--- src/verilog/execPkg.sv ---
`default_nettype none

package execPkg;

    ////////////////////////////////////////////////////////////
    // Datapath widths, fixed by the MIPS instruction set
    ////////////////////////////////////////////////////////////
    typedef logic [31:0] word_t;   // One register operand or result
    typedef logic [63:0] dword_t;  // Product or HI/LO pair, HI on top
    typedef logic [4:0]  shamt_t;  // Shift amount
    typedef logic [4:0]  aluOp_t;  // Operation code
    typedef logic [1:0]  hiLoOp_t; // Accumulate kind

    ////////////////////////////////////////////////////////////
    // Operation codes
    ////////////////////////////////////////////////////////////
    // Low codes keep the classic ALU control encoding
    localparam aluOp_t OP_ADD   = 5'd0;
    localparam aluOp_t OP_ADDU  = 5'd1;
    localparam aluOp_t OP_SUB   = 5'd2;
    localparam aluOp_t OP_MULT  = 5'd3;
    localparam aluOp_t OP_MULTU = 5'd4;
    localparam aluOp_t OP_AND   = 5'd5;
    localparam aluOp_t OP_OR    = 5'd6;
    localparam aluOp_t OP_NOR   = 5'd7;
    localparam aluOp_t OP_XOR   = 5'd8;
    localparam aluOp_t OP_SLL   = 5'd9;
    localparam aluOp_t OP_SRL   = 5'd10;
    localparam aluOp_t OP_SLLV  = 5'd11;
    localparam aluOp_t OP_SLT   = 5'd12;
    localparam aluOp_t OP_MOVN  = 5'd13;
    localparam aluOp_t OP_MOVZ  = 5'd14;
    localparam aluOp_t OP_ROTRV = 5'd15;
    localparam aluOp_t OP_SRA   = 5'd16;
    localparam aluOp_t OP_SRAV  = 5'd17;
    localparam aluOp_t OP_SLTU  = 5'd18;
    localparam aluOp_t OP_MUL   = 5'd19;
    localparam aluOp_t OP_MADD  = 5'd20;
    localparam aluOp_t OP_MSUB  = 5'd21;
    localparam aluOp_t OP_SRLV  = 5'd22; // Upper codes added with the shift set
    localparam aluOp_t OP_ROTR  = 5'd23;
    localparam aluOp_t OP_SEB   = 5'd24;
    localparam aluOp_t OP_SEH   = 5'd25; // 26..31 unused, treated as invalid

    // HI/LO accumulate kinds
    localparam hiLoOp_t HL_NONE  = 2'd0; // HI/LO untouched
    localparam hiLoOp_t HL_WRITE = 2'd1; // Load product (MULT, MULTU)
    localparam hiLoOp_t HL_ADD   = 2'd2; // HI/LO plus product (MADD)
    localparam hiLoOp_t HL_SUB   = 2'd3; // HI/LO minus product (MSUB)

endpackage

`default_nettype wire
--- src/verilog/operandIf.sv ---
`default_nettype none
`timescale 1ns/1ps

// Operand stage to ALU stage, one operation per valid cycle
interface operandIf import execPkg::*; ();

    logic    valid;  // Qualifies everything below
    aluOp_t  op;
    word_t   a;
    word_t   b;
    shamt_t  amount; // Already picked from shamt or b
    hiLoOp_t hiLoOp; // HL_NONE unless multiply class

    modport producer (
        output valid, op, a, b, amount, hiLoOp
    );

    modport consumer (
        input valid, op, a, b, amount, hiLoOp
    );

endinterface

`default_nettype wire

--- src/verilog/operandStage.sv ---
`default_nettype none
`timescale 1ns/1ps

module operandStage import execPkg::*; (
    input  wire logic    clk,
    input  wire logic    rstN,
    input  wire logic    inValid, // Issue strobe
    input  wire aluOp_t  op,
    input  wire word_t   a,
    input  wire word_t   b,
    input  wire shamt_t  shamt,   // From the instruction word
    operandIf.producer   opOut
);

    shamt_t  amountSel;
    hiLoOp_t hiLoKind;

    // Variable shifts take the amount from rt
    always_comb begin
        case (op)
            OP_SLLV, OP_SRLV, OP_SRAV, OP_ROTRV: amountSel = b[4:0];
            default:                             amountSel = shamt;
        endcase
    end

    // Accumulate kind decoded once here
    always_comb begin
        case (op)
            OP_MULT, OP_MULTU: hiLoKind = HL_WRITE;
            OP_MADD:           hiLoKind = HL_ADD;
            OP_MSUB:           hiLoKind = HL_SUB;
            default:           hiLoKind = HL_NONE;
        endcase
    end

    ////////////////////////////////////////////////////////////
    // Pipeline register
    ////////////////////////////////////////////////////////////
    always_ff @(posedge clk or negedge rstN) begin
        if (!rstN) begin
            opOut.valid  <= 1'b0;
            opOut.hiLoOp <= HL_NONE;
        end else begin
            opOut.valid  <= inValid;
            opOut.hiLoOp <= inValid ? hiLoKind : HL_NONE; // Idle slot never touches HI/LO
        end
    end

    always_ff @(posedge clk) begin
        if (inValid) begin // Payload held between issues
            opOut.op     <= op;
            opOut.a      <= a;
            opOut.b      <= b;
            opOut.amount <= amountSel;
        end
    end

endmodule

`default_nettype wire

--- src/flat_wrapper.sv ---
// flat-port wrapper written by rule: the top's interface ports become plain ports
module operandStage_flat import execPkg::*;
  (clk, rstN, inValid, op, a, b, shamt, opOut_valid, opOut_op, opOut_a, opOut_b, opOut_amount, opOut_hiLoOp);
  operandIf opOut_i ();
  input  wire logic clk;
  input  wire logic rstN;
  input  wire logic inValid;
  input  wire aluOp_t op;
  input  wire word_t a;
  input  wire word_t b;
  input  wire shamt_t shamt;
  output wire logic [$bits(opOut_i.valid)-1:0] opOut_valid;
  output wire logic [$bits(opOut_i.op)-1:0] opOut_op;
  output wire logic [$bits(opOut_i.a)-1:0] opOut_a;
  output wire logic [$bits(opOut_i.b)-1:0] opOut_b;
  output wire logic [$bits(opOut_i.amount)-1:0] opOut_amount;
  output wire logic [$bits(opOut_i.hiLoOp)-1:0] opOut_hiLoOp;
  assign opOut_valid = opOut_i.valid;
  assign opOut_op = opOut_i.op;
  assign opOut_a = opOut_i.a;
  assign opOut_b = opOut_i.b;
  assign opOut_amount = opOut_i.amount;
  assign opOut_hiLoOp = opOut_i.hiLoOp;
  operandStage u_core (.clk(clk), .rstN(rstN), .inValid(inValid), .op(op), .a(a), .b(b), .shamt(shamt), .opOut(opOut_i));
endmodule
--- config.mk ---
export PLATFORM = sky130hd
export DESIGN_NAME = operandStage_flat
export DESIGN_NICKNAME = d
export VERILOG_FILES = /design/src/verilog/execPkg.sv /design/src/verilog/operandIf.sv /design/src/verilog/operandStage.sv /design/src/flat_wrapper.sv
export SDC_FILE = /design/constraint.sdc
export NUM_CORES = 1
export LEC_CHECK = 0
export BUFFER_PORTS_ARGS = -buffer_cell sky130_fd_sc_hd__buf_2
export CORE_AREA = 2 2 69 97
export DETAILED_ROUTE_END_ITERATION = 10
export DIE_AREA = 0 0 71 99
export MAX_ROUTING_LAYER = met4
export PLACE_DENSITY = 0.88
export SLEW_MARGIN = 20
export SYNTH_ARGS = -nofsm -noshare
export SYNTH_HDL_FRONTEND = slang
export SYNTH_SLANG_ARGS = --single-unit
export TNS_END_PERCENT = 20
--- constraint.sdc ---
create_clock -name clk -period 0.8 [get_ports clk]
set_input_delay 0.12 -clock clk [delete_from_list [all_inputs] [get_ports clk]]
set_output_delay 0.12 -clock clk [all_outputs]
set_load 0.02 [all_outputs]
# ---- Word-level counts from Yosys, hierarchy flattened
# Index checks and enable logic that the tools add are counted.
# W data, S select, Z words.
dict set report totals {
  ff_bits 77
}
dict set report op_classes {
  n_reduce_logical 2
  eq_ne 8
  mux 3
}
# operator count
set op_table {}
lappend op_table {{$eq A5 B5 Y1 const B} 4}
lappend op_table {{$eq A5 B4 Y1 const B} 2}
lappend op_table {{$pmux W2 S3} 1}
lappend op_table {{$eq A5 B2 Y1 const B} 1}
lappend op_table {{$eq A5 B3 Y1 const B} 1}
lappend op_table {{$mux W5} 1}
lappend op_table {{$reduce_or A4 Y1} 1}
lappend op_table {{$mux W2} 1}
lappend op_table {{$reduce_or A2 Y1} 1}

# ---- Longest topological paths before layout
dict set report depth {
  word_depth 4
  mapped_depth 4
  mapped_depth_nobuf 3
}

# ---- Least setup slack after synthesis
# No wires, ideal clock.
dict set report synth_path {
  path_type {input port to flip-flop}
  start {in op[1]}
  end {reg u_core.opOut.amount[0] (data pin)}
  path_buffers 0
  cell_stages 3
  required_time_ps 533
  t_arrival_ps 780
  path_slack_ps -247
  path_cell_list {nor4b_4 o21a_4 o211ai_2}
}
dict set report synth_between {
  elab_chain_len 3
  elab_cells_between_ends 6
}
# item line_no
set synth_lines {}
lappend synth_lines {{start: declaration} flat_wrapper.sv:8} ;# input wire aluOp_t op;
lappend synth_lines {{$eq A5 B4 Y1 / $eq A5 B5 Y1 (equally long branches)} operandStage.sv:20} ;# case (op)
lappend synth_lines {{$reduce_or A4 Y1 *} operandStage.sv:20}
lappend synth_lines {{$mux W5 *} operandStage.sv:20}
lappend synth_lines {{net u_core.amountSel[0]} operandStage.sv:15} ;# shamt_t amountSel;
lappend synth_lines {{end signal: assignment} operandStage.sv:54} ;# opOut.amount <= amountSel;
lappend synth_lines {{end: declaration} operandIf.sv:15} ;# output valid, op, a, b, amount, hiLoOp
# Mark *: on every way through the listed nets, which the timed path passes. The rest lies on a longest branch.
# A chain may end at the register's enable or synchronous reset.

# ---- Worst setup path in the final report
dict set report layout_path {
  start {reg u_core.opOut.a[26]}
  end {out opOut_a[26]}
}
# item line_no
set layout_lines {}
lappend layout_lines {{start: declaration} operandIf.sv:15}
lappend layout_lines {{end: declaration} flat_wrapper.sv:14} ;# output wire logic [$bits(opOut_i.a)-1:0] opOut_a;
# No word-level cell between the ends.

==> results_dict.tcl <==
set metrics [dict create \
    worstPathMaxFanout 1 \
    synth-main-ff-cell "sky130_fd_sc_hd__edfxtp_1" \
    hp_start "op[0]" \
    clkSinkCount 77 \
    clk_pin_slew_ns 0.08 \
    min_delay_worst_endpoint "u_core.opOut.hiLoOp[0]" \
    buf_inv_on_cp 1 \
    power_leakage_nw 1.92 \
    final.min_clock_period_ns 1.03 \
    die_area_mm2 0.00703 \
    netlist.area_leader.share_pct 86.0 \
    status "complete, but fails checks" \
    timing.critical_path.slowest_stage_cell "sky130_fd_sc_hd__edfxtp_1" \
    gr-max-usage-layer "met2" \
    gr-usage-all-layers_pct 20.9 \
    route.antenna.remaining_nets 0 \
    whs_path_depth 3 \
    synthesis.area_per_instance_um2 22.9 \
    placed_cells_incl_taps 344 \
    post_drt_via_cell_ratio 4.64 \
    io_buffer_count 153 \
    maxCapViolCount 0 \
    post_layout_nonfiller_instances 424 \
    yosysUniqueCellTypes 21 \
    ys_seq_area_share_pct 88.9 \
    holdWs_ns 0.0680 \
    synth-warning-count 0 \
    most_numerous_cell_types_in_the_synthesized_netlist "sky130_fd_sc_hd__edfxtp_1 (74), sky130_fd_sc_hd__o21ai_0 (6), sky130_fd_sc_hd__nand3_1 (5), sky130_fd_sc_hd__o211ai_1 (5), sky130_fd_sc_hd__o211ai_2 (5)" \
    slew_headroom_pct 83.0 \
    critical_path.cell_chain "buf_6" \
    grt_pass1_vias 2166 \
    average_wire_length_per_cell_after_detail_routing_um 16.2 \
    detail_route.iter0.violations 101 \
    max_freq_mhz 969 \
    netlist_area_mm2 0.00258 \
    nets 425 \
    worstMarginPinSlew_ns 0.254 \
    ys_async_sr_fraction_pct 3.90 \
    vias 1969 \
    antenna-diode-count 0 \
    crit_required_ns 0.68 \
    cp-startpoint "u_core.opOut.a[26]" \
    layout-drive-gt1-share_pct 52.0 \
    worst_hold_path_type "in2reg" \
    htree_num_levels 3 \
    antenna_found_initial 0 \
    setup-violations-final 81 \
    violations "negative setup slack" \
    setup_repair_bufs_after_cts 0 \
    globalRouteMet2Util_pct 36.4 \
    vdd_ir_drop_max_mv 1.20 \
    globalplace.congestion 0.767 \
    floorplan.core_area_mm2 0.00617 \
    initial_core_util_pct 41.9 \
    drc 0 \
    setup_tns_ns -14.17 \
    criticalPathCategory "reg2out" \
    netlist_top_cells_area "sky130_fd_sc_hd__edfxtp_1 (86%), sky130_fd_sc_hd__dfrtp_1 (2.9%), sky130_fd_sc_hd__o211ai_2 (2.4%)" \
    worst_slack_ns -0.232 \
    cts_tree "yes" \
    row_count 34 \
    cp-end-kind "output port" \
    synthesis.instances 113 \
    ys_ff_latch 77 \
    global_route_wire_length_before_repair_um 10600 \
    layout-area-overhead-vs-synth_pct 74.2 \
    chipWidth_um 71 \
    grt_overflow_total 0 \
    biggest_cell_delay_along_the_critical_path_ns 0.42 \
    use_met3_pct 7.16 \
    critical_path.startpoint_type "register" \
    fill_cells 389 \
    ioPinCount 154 \
    timing.critical_path.arrival_ns 0.91 \
    clock_tree.buffer_depth 2 \
    cts-root-buf "sky130_fd_sc_hd__clkbuf_8" \
    rsz0062_at_grt "true" \
    route.final.wire_length_um 6860 \
    drt_pre_antenna_iters 4 \
    placedInstanceArea_mm2 0.00351 \
    grt_start_max_net_pins 41 \
    layout.cell_area.non_filler_mm2 0.00450 \
    die_y_um 99 \
    synth_largest_area_cell "sky130_fd_sc_hd__edfxtp_1" \
    final_max_slew_viol_count 0 \
    final-hold-violation-count 0 \
    power.density_cell_area_mw_per_mm2 2080 \
    tritoncts.num_buffers 9 \
    synthMostInstantiatedCell "sky130_fd_sc_hd__edfxtp_1" \
    post-route-period-util_pct 129 \
    number_of_enable_type_register_cells_in_the_synthesized_netlist 74 \
    syn-num-nets 190 \
    critPathTopFamily "flip-flops" \
    grt_util_met1_pct 21.0 \
    post-dp-hpwl_um 4480 \
]
[cells by family (layout without fill, tap and decap cells)]
| family | after synthesis | in the layout | share of synthesized area [%] |
|---|---|---|---|
| AOI/OAI and AO/OA | 18 | 18 | 5.81 |
| buffers and inverters | 3 | 242 | 0.726 |
| DFF | 77 | 77 | 88.9 |
| and+or+nand+nor | 15 | 15 | 4.60 |
[per-layer routing]
layer	wire length, um	vias to the layer above	part of all wire (%)
li1	-	933	-
met1	2350	911	34
met2	3750	114	55
met3	643	11	9.4
met4	110	0	1.6
met5	0	-	0
[registers in the layout (all words and copies together), names as in the netlist]
name / count
u_core.opOut.a: 32
u_core.opOut.b: 32
u_core.opOut.amount: 5
u_core.opOut.op: 5
u_core.opOut.hiLoOp: 2
u_core.opOut.valid: 1
[through the flow]
| step | power [mW] | utilization (%) | worst slack, ns |
|---|---|---|---|
| floorplan | 5.43 | - | -0.247 |
| global placement | 6.02 | 56.9 | -0.337 |
| detailed placement | 6.06 | 56.9 | -0.399 |
| CTS | 9.39 | 71.9 | -0.238 |
| global route | 9.75 | 73.0 | -0.268 |
| finish | 9.38 | 73.0 | -0.232 |
[worst max-delay path by stage]
stage / to / slack (ns) / cells past startpoint
floorplan: u_core.opOut.amount[0] / -0.25 / 3
global placement: u_core.opOut.amount[2] / -0.34 / 4
detailed placement: u_core.opOut.amount[3] / -0.40 / 4
CTS: opOut_a[21] / -0.24 / 1
global route: opOut_a[26] / -0.27 / 1
finish: opOut_a[26] / -0.23 / 1
[layout make-up]
cell class              instances  area [um^2]  share of cell area, %
flip-flops and latches         77         2300                   51.0
clock inverters                 5         76.3                   1.69
well taps                      72         90.1                   2.00
clock buffers                  10          128                   2.83
multi-input cells              33          270                   6.00
inverters                       1         3.75                 0.0833
repair buffers                226         1640                   36.4
[power by group]
group          internal (mW)  leakage [nW]  switching, mW
combinational          0.716          1.06          0.784
clock                   1.72        0.0998           1.29
sequential              4.77         0.763         0.0949
[what timing repair did]
| action | in CTS | in global routing |
|---|---|---|
| hold endpoints to repair | 67 | 0 |
| resized for setup | 23 | 30 |
| pin swaps | 0 | 3 |
| hold buffers | 65 | 0 |
| endpoints found under the setup margin | 78 | 82 |
[placed cells by master, fill, tap and decap left out, types with 2 or more instances in the layout]
master and count:
sky130_fd_sc_hd__dlygate4sd3_1 65, sky130_fd_sc_hd__nand3_1 5, sky130_fd_sc_hd__o21ai_1 5, sky130_fd_sc_hd__clkbuf_8 9, sky130_fd_sc_hd__o211ai_1 5, sky130_fd_sc_hd__buf_2 131
sky130_fd_sc_hd__buf_6 22, sky130_fd_sc_hd__buf_12 2, sky130_fd_sc_hd__edfxtp_1 74, sky130_fd_sc_hd__and3b_2 2, sky130_fd_sc_hd__dfrtp_1 3, sky130_fd_sc_hd__o211ai_2 5
sky130_fd_sc_hd__bufinv_16 2, sky130_fd_sc_hd__buf_4 6
Power figures use the tool's default switching activity.
