--- src/verilog/execPkg.sv ---
`default_nettype none

package execPkg;

    ////////////////////////////////////////////////////////////
    // Datapath widths, fixed by the MIPS instruction set
    ////////////////////////////////////////////////////////////
    typedef logic [31:0] word_t;   // One register operand or result
    typedef logic [63:0] dword_t;  // Product or HI/LO pair, HI on top
    typedef logic [4:0]  shamt_t;  // Shift amount
    typedef logic [4:0]  aluOp_t;  // Operation code
    typedef logic [1:0]  hiLoOp_t; // Accumulate kind

    ////////////////////////////////////////////////////////////
    // Operation codes
    ////////////////////////////////////////////////////////////
    // Low codes keep the classic ALU control encoding
    localparam aluOp_t OP_ADD   = 5'd0;
    localparam aluOp_t OP_ADDU  = 5'd1;
    localparam aluOp_t OP_SUB   = 5'd2;
    localparam aluOp_t OP_MULT  = 5'd3;
    localparam aluOp_t OP_MULTU = 5'd4;
    localparam aluOp_t OP_AND   = 5'd5;
    localparam aluOp_t OP_OR    = 5'd6;
    localparam aluOp_t OP_NOR   = 5'd7;
    localparam aluOp_t OP_XOR   = 5'd8;
    localparam aluOp_t OP_SLL   = 5'd9;
    localparam aluOp_t OP_SRL   = 5'd10;
    localparam aluOp_t OP_SLLV  = 5'd11;
    localparam aluOp_t OP_SLT   = 5'd12;
    localparam aluOp_t OP_MOVN  = 5'd13;
    localparam aluOp_t OP_MOVZ  = 5'd14;
    localparam aluOp_t OP_ROTRV = 5'd15;
    localparam aluOp_t OP_SRA   = 5'd16;
    localparam aluOp_t OP_SRAV  = 5'd17;
    localparam aluOp_t OP_SLTU  = 5'd18;
    localparam aluOp_t OP_MUL   = 5'd19;
    localparam aluOp_t OP_MADD  = 5'd20;
    localparam aluOp_t OP_MSUB  = 5'd21;
    localparam aluOp_t OP_SRLV  = 5'd22; // Upper codes added with the shift set
    localparam aluOp_t OP_ROTR  = 5'd23;
    localparam aluOp_t OP_SEB   = 5'd24;
    localparam aluOp_t OP_SEH   = 5'd25; // 26..31 unused, treated as invalid

    // HI/LO accumulate kinds
    localparam hiLoOp_t HL_NONE  = 2'd0; // HI/LO untouched
    localparam hiLoOp_t HL_WRITE = 2'd1; // Load product (MULT, MULTU)
    localparam hiLoOp_t HL_ADD   = 2'd2; // HI/LO plus product (MADD)
    localparam hiLoOp_t HL_SUB   = 2'd3; // HI/LO minus product (MSUB)

endpackage

`default_nettype wire
--- src/verilog/aluResultIf.sv ---
`default_nettype none
`timescale 1ns/1ps

// ALU stage to HI/LO stage
interface aluResultIf import execPkg::*; ();

    logic    valid;    // No ready, data lives for this cycle only
    word_t   result;
    logic    regWrite;
    hiLoOp_t hiLoOp;
    dword_t  product;  // Signed or unsigned by opcode

    modport producer (
        output valid, result, regWrite, hiLoOp, product
    );

    modport consumer (
        input valid, result, regWrite, hiLoOp, product
    );

endinterface

`default_nettype wire

--- src/verilog/hiLoStage.sv ---
`default_nettype none
`timescale 1ns/1ps

module hiLoStage import execPkg::*; (
    input  wire logic    clk,
    input  wire logic    rstN,
    aluResultIf.consumer resIn,
    output logic         outValid,
    output word_t        result,
    output logic         zero,     // result == 0
    output logic         regWrite,
    output word_t        hi,
    output word_t        lo
);

    dword_t hiLo; // HI in upper word

    ////////////////////////////////////////////////////////////
    // HI/LO pair
    ////////////////////////////////////////////////////////////
    // Accumulate lives here so MADD after MADD needs no bypass
    always_ff @(posedge clk or negedge rstN) begin
        if (!rstN) begin
            hiLo <= '0;
        end else if (resIn.valid) begin
            case (resIn.hiLoOp)
                HL_WRITE: hiLo <= resIn.product;
                HL_ADD:   hiLo <= hiLo + resIn.product; // 64-bit wrap
                HL_SUB:   hiLo <= hiLo - resIn.product;
                default:  hiLo <= hiLo;                 // HL_NONE
            endcase
        end
    end

    assign hi = hiLo[63:32];
    assign lo = hiLo[31:0];

    ////////////////////////////////////////////////////////////
    // Output register
    ////////////////////////////////////////////////////////////
    always_ff @(posedge clk or negedge rstN) begin
        if (!rstN) begin
            outValid <= 1'b0;
            result   <= '0;
            zero     <= 1'b1; // Matches the cleared result
            regWrite <= 1'b0;
        end else begin
            outValid <= resIn.valid;
            result   <= resIn.result;
            zero     <= (resIn.result == '0);
            regWrite <= resIn.valid & resIn.regWrite; // Never without outValid
        end
    end

endmodule

`default_nettype wire

--- src/flat_wrapper.sv ---
// flat-port wrapper written by rule: the top's interface ports become plain ports
module hiLoStage_flat import execPkg::*;
  (clk, rstN, outValid, result, zero, regWrite, hi, lo, resIn_valid, resIn_result, resIn_regWrite, resIn_hiLoOp, resIn_product);
  aluResultIf resIn_i ();
  input  wire logic clk;
  input  wire logic rstN;
  output logic outValid;
  output word_t result;
  output logic zero;
  output logic regWrite;
  output word_t hi;
  output word_t lo;
  input wire logic [$bits(resIn_i.valid)-1:0] resIn_valid;
  input wire logic [$bits(resIn_i.result)-1:0] resIn_result;
  input wire logic [$bits(resIn_i.regWrite)-1:0] resIn_regWrite;
  input wire logic [$bits(resIn_i.hiLoOp)-1:0] resIn_hiLoOp;
  input wire logic [$bits(resIn_i.product)-1:0] resIn_product;
  assign resIn_i.valid = resIn_valid;
  assign resIn_i.result = resIn_result;
  assign resIn_i.regWrite = resIn_regWrite;
  assign resIn_i.hiLoOp = resIn_hiLoOp;
  assign resIn_i.product = resIn_product;
  hiLoStage u_core (.clk(clk), .rstN(rstN), .resIn(resIn_i), .outValid(outValid), .result(result), .zero(zero), .regWrite(regWrite), .hi(hi), .lo(lo));
endmodule
--- config.mk ---
export PLATFORM = sky130hd
export DESIGN_NAME = hiLoStage_flat
export DESIGN_NICKNAME = d
export VERILOG_FILES = /design/src/verilog/execPkg.sv /design/src/verilog/aluResultIf.sv /design/src/verilog/hiLoStage.sv /design/src/flat_wrapper.sv
export SDC_FILE = /design/constraint.sdc
export NUM_CORES = 1
export LEC_CHECK = 0
export BUFFER_PORTS_ARGS = -buffer_cell sky130_fd_sc_hd__buf_2
export CORE_MARGIN = 2
export CORE_UTILIZATION = 56
export DETAILED_ROUTE_END_ITERATION = 12
export GPL_TIMING_DRIVEN = 0
export MAX_ROUTING_LAYER = met4
export PLACE_DENSITY = 0.82
export SLEW_MARGIN = 20
export SYNTH_ARGS = -nofsm -noshare
export SYNTH_HDL_FRONTEND = slang
export SYNTH_SLANG_ARGS = --single-unit
--- constraint.sdc ---
create_clock -name clk -period 4.29 [get_ports clk]
set_input_delay 0.429 -clock clk [delete_from_list [all_inputs] [get_ports clk]]
set_output_delay 0.429 -clock clk [all_outputs]
set_load 0.01 [all_outputs]
# After elaboration in Yosys (flattened, before gate mapping)
# Cells that the tools add are included.
# totals
regBits,99
input_bits,102
out_inout_bits,99
# op_classes
addsub,2
eq_ne,3
n_mux,1
n_bitwise,1
reduce_logical,3
# ops
operator,n
one-hot mux 64 bit (3 select lines),1
adder 64 bit,1
subtractor 64 bit,1
logical NOT 32 bit,1
"equality test 2 bit, second input constant",2
nonzero test 3 bit,1
"equality test 2 x 1 -> 1 bit, second input constant",1
AND reduction 2 bit,1
AND 1 bit,1

# Logic depth before layout (Yosys ltp)
# Gate-level depths: netlist of the first run.
# logic_depth
ltp_word,3
mapped_depth,23
depth_no_buf,23

# Least setup slack after synthesis of the first run
# Ideal clock, no wire load.
# synth_path
path_kind,in2reg
from,in resIn_product[12]
to,reg u_core.hiLo[56]
t_arrival_ps,4809
setup_slack_ps,-652
stages,20
n_path_buf,1
cell_sequence,or4_4 > nor4_4 > nand2b_2 > or3_4 > or3_1 > o41ai_1 > xor2_1 > ha_1 > clkbuf_1 > a21oi_1 > o211ai_1 > a221o_1 > a21o_1 > a21o_1 > o2bb2ai_2 > a221oi_1 > o31a_1 > o21ai_1 > xnor2_1 > o21ai_0
# synth_via
elab_chain_len,2
word_cells_on_any_way,3
# synth_lines
element,line_no,source
from (decl),flat_wrapper.sv:17,input wire logic [$bits(resIn_i.product)-1:0] resIn_product;
subtractor 64 bit or adder 64 bit (tied branches),"hiLoStage.sv:29, hiLoStage.sv:28",
one-hot mux 64 bit (3 select lines) (*),hiLoStage.sv:26,case (resIn.hiLoOp)
to (signal assigned),hiLoStage.sv:27,HL_WRITE: hiLo <= resIn.product;
to (signal assigned),hiLoStage.sv:29,HL_SUB: hiLo <= hiLo - resIn.product;
to (signal assigned),hiLoStage.sv:30,default: hiLo <= hiLo;
to (decl),hiLoStage.sv:16,dword_t hiLo;
# Mark *: on every way between the ends. The rest lies on a longest branch, timed or not.
# A chain may end at the register's enable or synchronous reset.

# Worst setup path in the final report of the first run
# layout_path
from,in resIn_product[12]
to,reg u_core.hiLo[52]
# The elaborated chain is that of the path after synthesis.

==> flow_summary.toml, run 1 <==
[clock_tree]
cts-root-to-sink-buffers = 2
clkSlewWorstSetupHoldPaths_ps = 80
clockRootBuffer = "sky130_fd_sc_hd__clkbuf_16"
htreeDepth = 3
tritoncts = "done"
clock_buffer_count_from_cts = 9
tritoncts_num_sinks = 99
clock_insertion_delay_worst_skew_ps = 370

[worst_setup_path]
cpMaxStageDelayCell = "sky130_fd_sc_hd__or4_4"
setup.worst_path.class = "primary input to flop"
timing.critical_path.max_delay_family = "compound AO/OA/AOI/OAI gates"
critical_path_arrival_ps = 5250
worstReg2RegStart = "u_core.hiLo[0]"
worstRegToRegCells = 15
crit-reg2reg-capture = "u_core.hiLo[52]"
path_cells = "buf_8, or4_4, nor4_4, nand2b_2, or3_4, buf_6, nor3_4, buf_4, nor2_2, xnor2_1, ha_2, a21oi_2, o211ai_1, a221o_1, a21o_1, a21o_1, o2bb2ai_4, a221oi_4, o31a_1, buf_4, xor2_1, o21ai_1"
timing.critical_path.from_type = "primary input"
cp_data_required_time_ps = 4510
end_kind = "flop"
worstPathBufferInverterCount = 4
setup.reg_to_reg.worst_slack_ps = 850
critical_path.max_stage_delay_ps = 550
cp_max_fo = 5

[sta]
finalHoldViolations = 0
slew_headroom_pct = 35.67
report.final.setup_viol = 31
drv_slew = 0
final.min_clock_period_ps = 5037
fin_worst_skew_ps = 15.16
timing.setup.tns_ps = -15460
rsz0062_at_grt = "yes"
fmaxAchievable_ghz = 0.1985
period_utilization_pct = 117.4
setup_ws_ps = -746.7
max_slew.worst_pin.slew_ps = 964.9

[detailed_routing]
drt_pre_antenna_iters = 7
viasPerCell = 6.589
route.vias.total = 10330
totalWireLength_microns = 35040
wire_per_inst_microns = 22.35
drc = 0
final_antenna_net_count = 0
first_iter_violations = 1436

[yosys]
seq_area_frac_synth_pct = 28.00
synth_seq_cells = 99
ys.warnings.count = 0
yosys_most_used_dff = "sky130_fd_sc_hd__dfrtp_1"
ys_top_cells_by_area = "sky130_fd_sc_hd__dfrtp_1 (28%), sky130_fd_sc_hd__ha_1 (9.0%), sky130_fd_sc_hd__xnor2_1 (6.4%)"
synth_commonest_cells = "sky130_fd_sc_hd__nand2_1 (111), sky130_fd_sc_hd__o21ai_0 (107), sky130_fd_sc_hd__a21oi_1 (104)"
netlist_instances = 1068
synthArstFlopShare_pct = 100.0
netlist_area_sq_um = 8853
post-synth-top-area-cell = "sky130_fd_sc_hd__dfrtp_1"
netlist-cell-type-count = 66
number_of_nets_produced_by_synthesis = 1235
synth_largest_type_area_fraction_pct = 27.70
number_of_synthesized_flops_with_an_enable_pin = 0
synth.most_common_cell = "sky130_fd_sc_hd__nand2_1"
average_instance_area_after_synthesis_sq_um = 8.290

[placement]
postPlaceCellArea_sq_um = 10280
portBuffers = 198
dpl.hpwl_microns = 22590
gp_routability_congestion = 0.9650

[layout]
drive_gt1_share_pct = 35.81
area_delta_synth_final_pct = 38.28
fin_util_pct = 79.94
final_area_sq_um = 12240
nNetsFinal = 1520
insertedDiodeCount = 0

[pwr]
p_clk_share_pct = 10.0
internal_power_mw = 4.222
power-per-cell-area_nw_per_um2 = 669.5
finalPower_mw = 8.197
comb_power_share_pct = 71.3
vdd.ir_drop.worst_mv = 0.2944
power_frac_seq_pct = 18.7
p_sw_share_pct = 48.49
power.net_switching_mw = 3.975
p_leak_nw = 5.628

[floorplan]
dieArea_sq_um = 16830
placementRows = 45
core_region_area_sq_um = 15310
chipWidth_microns = 129.7
floorplan.initialDensity_pct = 57.81
num_io_pins = 201
floorplan.die.height_microns = 129.7

[global_routing]
antenna_found_initial = 0
grt_overflow = 0
first_global_vias = 9589
overall_global_routing_usage_pct = 38.38
grt_max_degree = 62
grt_first_pass_wirelength_microns = 48880

[status]
violations_in_the_final_reports = "negative setup slack"
run_status = "complete, but fails checks"

[hold_path]
min_delay_path_depth = 1
timing.hold.worst_endpoint = "u_core.result[22]"
hold_path_startpoint = "resIn_result[22]"
hold_path.class = "primary input to flop"

[job]
timing.max_cap.violations = 0
[power by group through the flow]
stage / Clock [mW] / Sequential, mW / Combinational [mW]
2_1_floorplan: 0 / 1.58 / 2.98
3_3_place_gp: 0 / 1.50 / 4.21
3_5_place_dp: 0 / 1.51 / 4.27
4_1_cts: 0.817 / 1.50 / 4.89
5_1_grt: 0.857 / 1.56 / 6.23
6_report: 0.822 / 1.53 / 5.84
[stage by stage]
| stage | setup WS (ps) | cells | hold slack (ps) |
|---|---|---|---|
| after detailed placement | -1510 | 1478 | 373.7 |
| after global placement | -1548 | 1477 | 486.1 |
| after CTS | -563.1 | 1538 | 178.1 |
| after global routing | -851.0 | 1568 | 181.0 |
| after floorplan | -462.6 | 1068 | 133.4 |
| final | -746.7 | 1568 | 182.4 |
[cell families after synthesis]
family,share of synthesized area [%]
xor+xnor,11.87
buf+inv,3.406
flops,28.00
simple gates,17.31
compound gates,24.58
mux,5.568
fa+ha+maj,9.271
[cell type report]
type / instances / area [sq um]
plain buffers: 40 / 202.7
flip-flops and latches: 99 / 2479
multi-input cells: 889 / 7093
inverters: 22 / 82.58
repair buffers: 292 / 1839
clock buffers: 9 / 225.2
clock inverters: 6 / 57.56
fillers: 1008 / 3072
well taps: 211 / 264.0
[how the worst max path moves through the flow]
stage | from | endpoint | slack [ps] | cells after the start
2_1_floorplan | resIn_product[12] | u_core.hiLo[56] | -460 | 20
3_3_place_gp | resIn_product[12] | u_core.hiLo[63] | -1550 | 24
3_5_place_dp | resIn_product[12] | u_core.hiLo[63] | -1510 | 24
4_1_cts | resIn_product[12] | u_core.hiLo[56] | -560 | 21
5_1_grt | resIn_product[12] | u_core.hiLo[56] | -850 | 22
6_report | resIn_product[12] | u_core.hiLo[52] | -750 | 22
[state kept, by name, summed over array words and instances, names as in the netlist]
register	count
u_core.hiLo	64
u_core.result	32
u_core.outValid	1
u_core.regWrite	1
u_core.zero	1
[cells in the final DEF (no fill, tap or decap), types with 8 or more instances in the layout]
cell type / count
sky130_fd_sc_hd__a21o_1: 41
sky130_fd_sc_hd__a21oi_1: 74
sky130_fd_sc_hd__a21oi_2: 26
sky130_fd_sc_hd__a31oi_1: 10
sky130_fd_sc_hd__buf_2: 196
sky130_fd_sc_hd__buf_4: 70
sky130_fd_sc_hd__buf_6: 25
sky130_fd_sc_hd__clkbuf_1: 20
sky130_fd_sc_hd__clkbuf_16: 9
sky130_fd_sc_hd__dfrtp_1: 98
sky130_fd_sc_hd__ha_1: 44
sky130_fd_sc_hd__ha_2: 12
sky130_fd_sc_hd__ha_4: 8
sky130_fd_sc_hd__inv_1: 22
sky130_fd_sc_hd__mux2i_1: 47
sky130_fd_sc_hd__nand2_1: 106
sky130_fd_sc_hd__nand3_1: 14
sky130_fd_sc_hd__nand4_1: 21
sky130_fd_sc_hd__nor2_1: 42
sky130_fd_sc_hd__nor2b_1: 9
sky130_fd_sc_hd__nor3_1: 8
sky130_fd_sc_hd__nor3b_1: 9
sky130_fd_sc_hd__nor4_1: 12
sky130_fd_sc_hd__o21ai_0: 64
sky130_fd_sc_hd__o21ai_1: 35
sky130_fd_sc_hd__o21ai_2: 12
sky130_fd_sc_hd__o21bai_1: 10
sky130_fd_sc_hd__xnor2_1: 61
sky130_fd_sc_hd__xor2_1: 51
[per-layer routing]
metal | share of wire, % | vias to the layer above | GRT usage (%)
met4 | 5.9 | 0 | 18.03
li1 | - | 4479 | -
met1 | 38 | 4849 | 49.44
met5 | 0 | - | -
met3 | 10 | 209 | 6.191
met2 | 45 | 794 | 59.41
[what timing repair did]
action	in CTS	in global routing
hold buffers	1	0
cloned	0	0
gates resized for setup	125	137
buffers inserted	55	41
setup endpoints to repair	43	41
pin swaps	48	83
endpoints found under the hold margin	4	0
No activity file was read; power rests on OpenSTA's default activity.
==> run 2: changes to the inputs <==
--- a/config.mk
+++ b/config.mk
@@ -5,13 +5,16 @@
 export SDC_FILE = /design/constraint.sdc
 export NUM_CORES = 1
 export LEC_CHECK = 0
+export ABC_AREA = 1
+export ABC_CLOCK_PERIOD_IN_PS = 4290
 export BUFFER_PORTS_ARGS = -buffer_cell sky130_fd_sc_hd__buf_2
 export CORE_MARGIN = 2
-export CORE_UTILIZATION = 56
+export CORE_UTILIZATION = 59
 export DETAILED_ROUTE_END_ITERATION = 12
 export GPL_TIMING_DRIVEN = 0
 export MAX_ROUTING_LAYER = met4
-export PLACE_DENSITY = 0.82
+export PLACE_DENSITY = 0.83
+export SKIP_LAST_GASP = 1
 export SLEW_MARGIN = 20
 export SYNTH_ARGS = -nofsm -noshare
 export SYNTH_HDL_FRONTEND = slang
==> run 2 against run 1 <==
The flow finishes with violations (design-rule violations). Sequential cell count is the same. Core utilization decreased by 12 points. Non-clock buffer count shrank 96. Worst setup slack improved by 900 ps. Critical endpoint is now u_core.hiLo[58].
==> flow_summary.toml, run 2 <==
[worst_setup_path]
critical_path_arrival_ps = 4410
timing.critical_path.max_delay_family = "simple AND/OR/NAND/NOR gates"
cp_data_required_time_ps = 4570
critical_path.max_stage_delay_ps = 540
cp_max_fo = 10
cpMaxStageDelayCell = "sky130_fd_sc_hd__clkbuf_1"
worstReg2RegStart = "u_core.hiLo[0]"
setup.worst_path.class = "primary input to flop"
timing.critical_path.from = "resIn_hiLoOp[1]"
end_kind = "flop"
timing.critical_path.from_type = "primary input"
path_cells = "buf_2, nand2_1, inv_1, clkbuf_1, buf_2, o21ai_0, fa_1, nand2_1, nand3_1, nand2_1, nand2_1, nand2_1, nand2_1, nand2_1, nand2_1, nand2_1, nand3_1, nand2_1, nand2_1"
timing.critical_path.mode_cell = "sky130_fd_sc_hd__nand2_1"
worstPathBufferInverterCount = 4

[floorplan]
placementRows = 51
floorplan.die.height_microns = 143.8
num_io_pins = 201
chipWidth_microns = 143.8
core_region_area_sq_um = 19330
floorplan.initialDensity_pct = 59.68
dieArea_sq_um = 20690

[global_routing]
globalRouteMet1Util_pct = 59.83
overall_global_routing_usage_pct = 46.27
grtUsageMet2_pct = 66.97
antenna_found_initial = 1
grt_max_degree = 74
grt_first_pass_wirelength_microns = 69410
grt_overflow = 0
first_global_vias = 13040
grt.met3_usage_pct = 12.63
busiest_layer = "met2"

[yosys]
synth_commonest_cells = "sky130_fd_sc_hd__nand2_1 (740), sky130_fd_sc_hd__inv_1 (360), sky130_fd_sc_hd__nor2_1 (221)"
netlist_instances = 2029
post-synth-top-area-cell = "sky130_fd_sc_hd__nand2_1"
seq_area_frac_synth_pct = 21.48
synth.most_common_cell = "sky130_fd_sc_hd__nand2_1"
yosys_most_used_dff = "sky130_fd_sc_hd__dfrtp_1"
ys_top_cells_by_area = "sky130_fd_sc_hd__nand2_1 (24%), sky130_fd_sc_hd__dfrtp_1 (21%), sky130_fd_sc_hd__inv_1 (12%)"
synth_seq_cells = 99
ys.warnings.count = 0
number_of_nets_produced_by_synthesis = 2196
netlist-cell-type-count = 43
netlist_area_sq_um = 11540
synth_largest_type_area_fraction_pct = 24.07
average_instance_area_after_synthesis_sq_um = 5.687
synthArstFlopShare_pct = 100.0
number_of_synthesized_flops_with_an_enable_pin = 0

[clock_tree]
tritoncts_num_sinks = 99
clkSlewWorstSetupHoldPaths_ps = 90
htreeDepth = 3
cts_post_setup_buffers_inserted = 0
clock_insertion_delay_worst_skew_ps = 380
cts-root-to-sink-buffers = 2
clock_buffer_count_from_cts = 9
tritoncts = "done"
clockRootBuffer = "sky130_fd_sc_hd__clkbuf_16"

[placement]
dpl.hpwl_microns = 38870
portBuffers = 200
gp_routability_congestion = 1.134
place.detailed.instances = 2495
dp_worst_setup_slack_ps = -3.309

[layout]
fill_cells = 1845
largest_registers_ranked_by_flip_flop_count = "u_core.hiLo x64, u_core.result x32"
largest_register_ff_count = 64
layoutNonFillerInstCount = 2513
top_register = "u_core.hiLo"
area_delta_synth_final_pct = 14.48
nNetsFinal = 2409
most-common-layout-cells = "sky130_fd_sc_hd__nand2_1 (740), sky130_fd_sc_hd__inv_1 (360), sky130_fd_sc_hd__nor2_1 (221)"
mostFrequentLayoutCell = "sky130_fd_sc_hd__nand2_1"
drive_gt1_share_pct = 11.53

[sta]
drv_slew = 0
fin_worst_skew_ps = 17.10
rsz0062_at_grt = "no"
period_utilization_pct = 96.35
hold_ws_ps = 169.6
report.final.setup_viol = 0
final.min_clock_period_ps = 4133
max_slew.worst_pin.slew_ps = 921.9
setup_ws_ps = 156.6
fmaxAchievable_ghz = 0.2419
slew_headroom_pct = 38.54
finalHoldViolations = 0

[status]
violations_in_the_final_reports = "design-rule violations"
run_status = "complete, but fails checks"

[detailed_routing]
route.vias.total = 14140
drc = 1
drt_pre_antenna_iters = 12
totalWireLength_microns = 46600
wire_per_inst_microns = 18.54
final_antenna_net_count = 0
first_iter_violations = 1718
viasPerCell = 5.625

[pwr]
power.net_switching_mw = 3.003
vdd.ir_drop.worst_mv = 0.2752
power_frac_seq_pct = 22.8
p_clk_share_pct = 15.3
p_leak_nw = 7.779
internal_power_mw = 2.625
p_sw_share_pct = 53.35
power-per-cell-area_nw_per_um2 = 426.1
comb_power_share_pct = 62.0

[job]
timing.max_cap.violations = 0

[hold_path]
hold_path_startpoint = "resIn_result[11]"
hold_path.class = "primary input to flop"
[run 2: cell types whose count changed in the layout (fill, tap and decap cells not counted), moves of 27 or more]
cell,before,now
sky130_fd_sc_hd__nand3_1,14,101
sky130_fd_sc_hd__nand2_1,106,740
sky130_fd_sc_hd__a21oi_1,74,121
sky130_fd_sc_hd__xor2_1,51,87
sky130_fd_sc_hd__buf_4,70,1
sky130_fd_sc_hd__nor2_1,42,221
sky130_fd_sc_hd__xnor2_1,61,3
sky130_fd_sc_hd__mux2i_1,47,0
sky130_fd_sc_hd__o21ai_1,35,8
sky130_fd_sc_hd__inv_1,22,360
sky130_fd_sc_hd__a21o_1,41,0
[run 2: worst register-to-register path: cells and delay by family, from the launching register on]
family / cells / cell delay [ps]
buf+inv: 2 / 160
flops: 1 / 420
simple gates: 12 / 1760
fa+ha+maj: 2 / 600
[run 2: cell families (layout without fill, tap and decap cells)]
group / count (synthesis) / after routing / synth area share, %
other: 0 / 1 / 0
AND/OR/NAND/NOR: 1157 / 1157 / 41.51
buffers and inverters: 396 / 614 / 12.94
AO/OA/AOI/OAI: 222 / 222 / 10.13
adder cells (fa/ha/maj): 65 / 65 / 7.113
XOR/XNOR: 90 / 90 / 6.832
flip-flops: 99 / 99 / 21.48
[run 2: path summary, 6_finish.rpt]
| path | depth (start not counted) | slack, ps | end |
|---|---|---|---|
| worst min-delay path | 1 | 170 | u_core.result[11] |
| worst max-delay path | 19 | 160 | u_core.hiLo[58] |
| max in group asynchronous | 3 | 3110 | u_core.zero |
| min in group asynchronous | 2 | 480 | u_core.hiLo[18] |
| worst max register to register | 16 | 1260 | u_core.hiLo[58] |
| worst min register to register | 2 | 520 | u_core.hiLo[54] |
[run 2: per-stage QoR]
step | setup TNS [ps] | util (%) | instance area [sq um] | power (mW)
after floorplan | 0 | - | 11540 | 3.502
after global placement | 0 | 66.57 | 12870 | 4.548
after detailed placement | -3.309 | 66.74 | 12900 | 4.608
after CTS | 0 | 68.30 | 13210 | 5.468
after global routing | 0 | 68.32 | 13210 | 5.995
final | 0 | 68.32 | 13210 | 5.628
[run 2: layout make-up]
type	count	area [sq um]	share of cell area (%)
Sequential cell	99	2479	18.76
Clock buffer	9	225.2	1.705
Timing Repair Buffer	202	1045	7.909
Antenna cell	1	2.502	0.01894
Tap cell	265	331.6	2.510
Clock inverter	7	66.31	0.5020
Inverter	362	1359	10.29
Multi-Input combinational cell	1534	7567	57.29
Buffer	34	133.9	1.014
[run 2: power by group through the flow]
stage / combinational [mW] / sequential (mW) / clock [mW]
2_1_floorplan: 2.17 / 1.33 / 0
3_3_place_gp: 3.26 / 1.29 / 0
3_5_place_dp: 3.32 / 1.29 / 0
4_1_cts: 3.34 / 1.27 / 0.851
5_1_grt: 3.81 / 1.30 / 0.888
6_report: 3.49 / 1.28 / 0.859
[run 2: metal layers]
layer	vias up	routed length, microns
met5	-	0
met4	0	2479
met3	178	6393
met2	995	19300
met1	6260	18430
li1	6702	-
[run 2: what timing repair did]
item	in CTS	in global routing
hold buffers	1	0
endpoints found under the hold margin	26	0
resized for setup	0	0
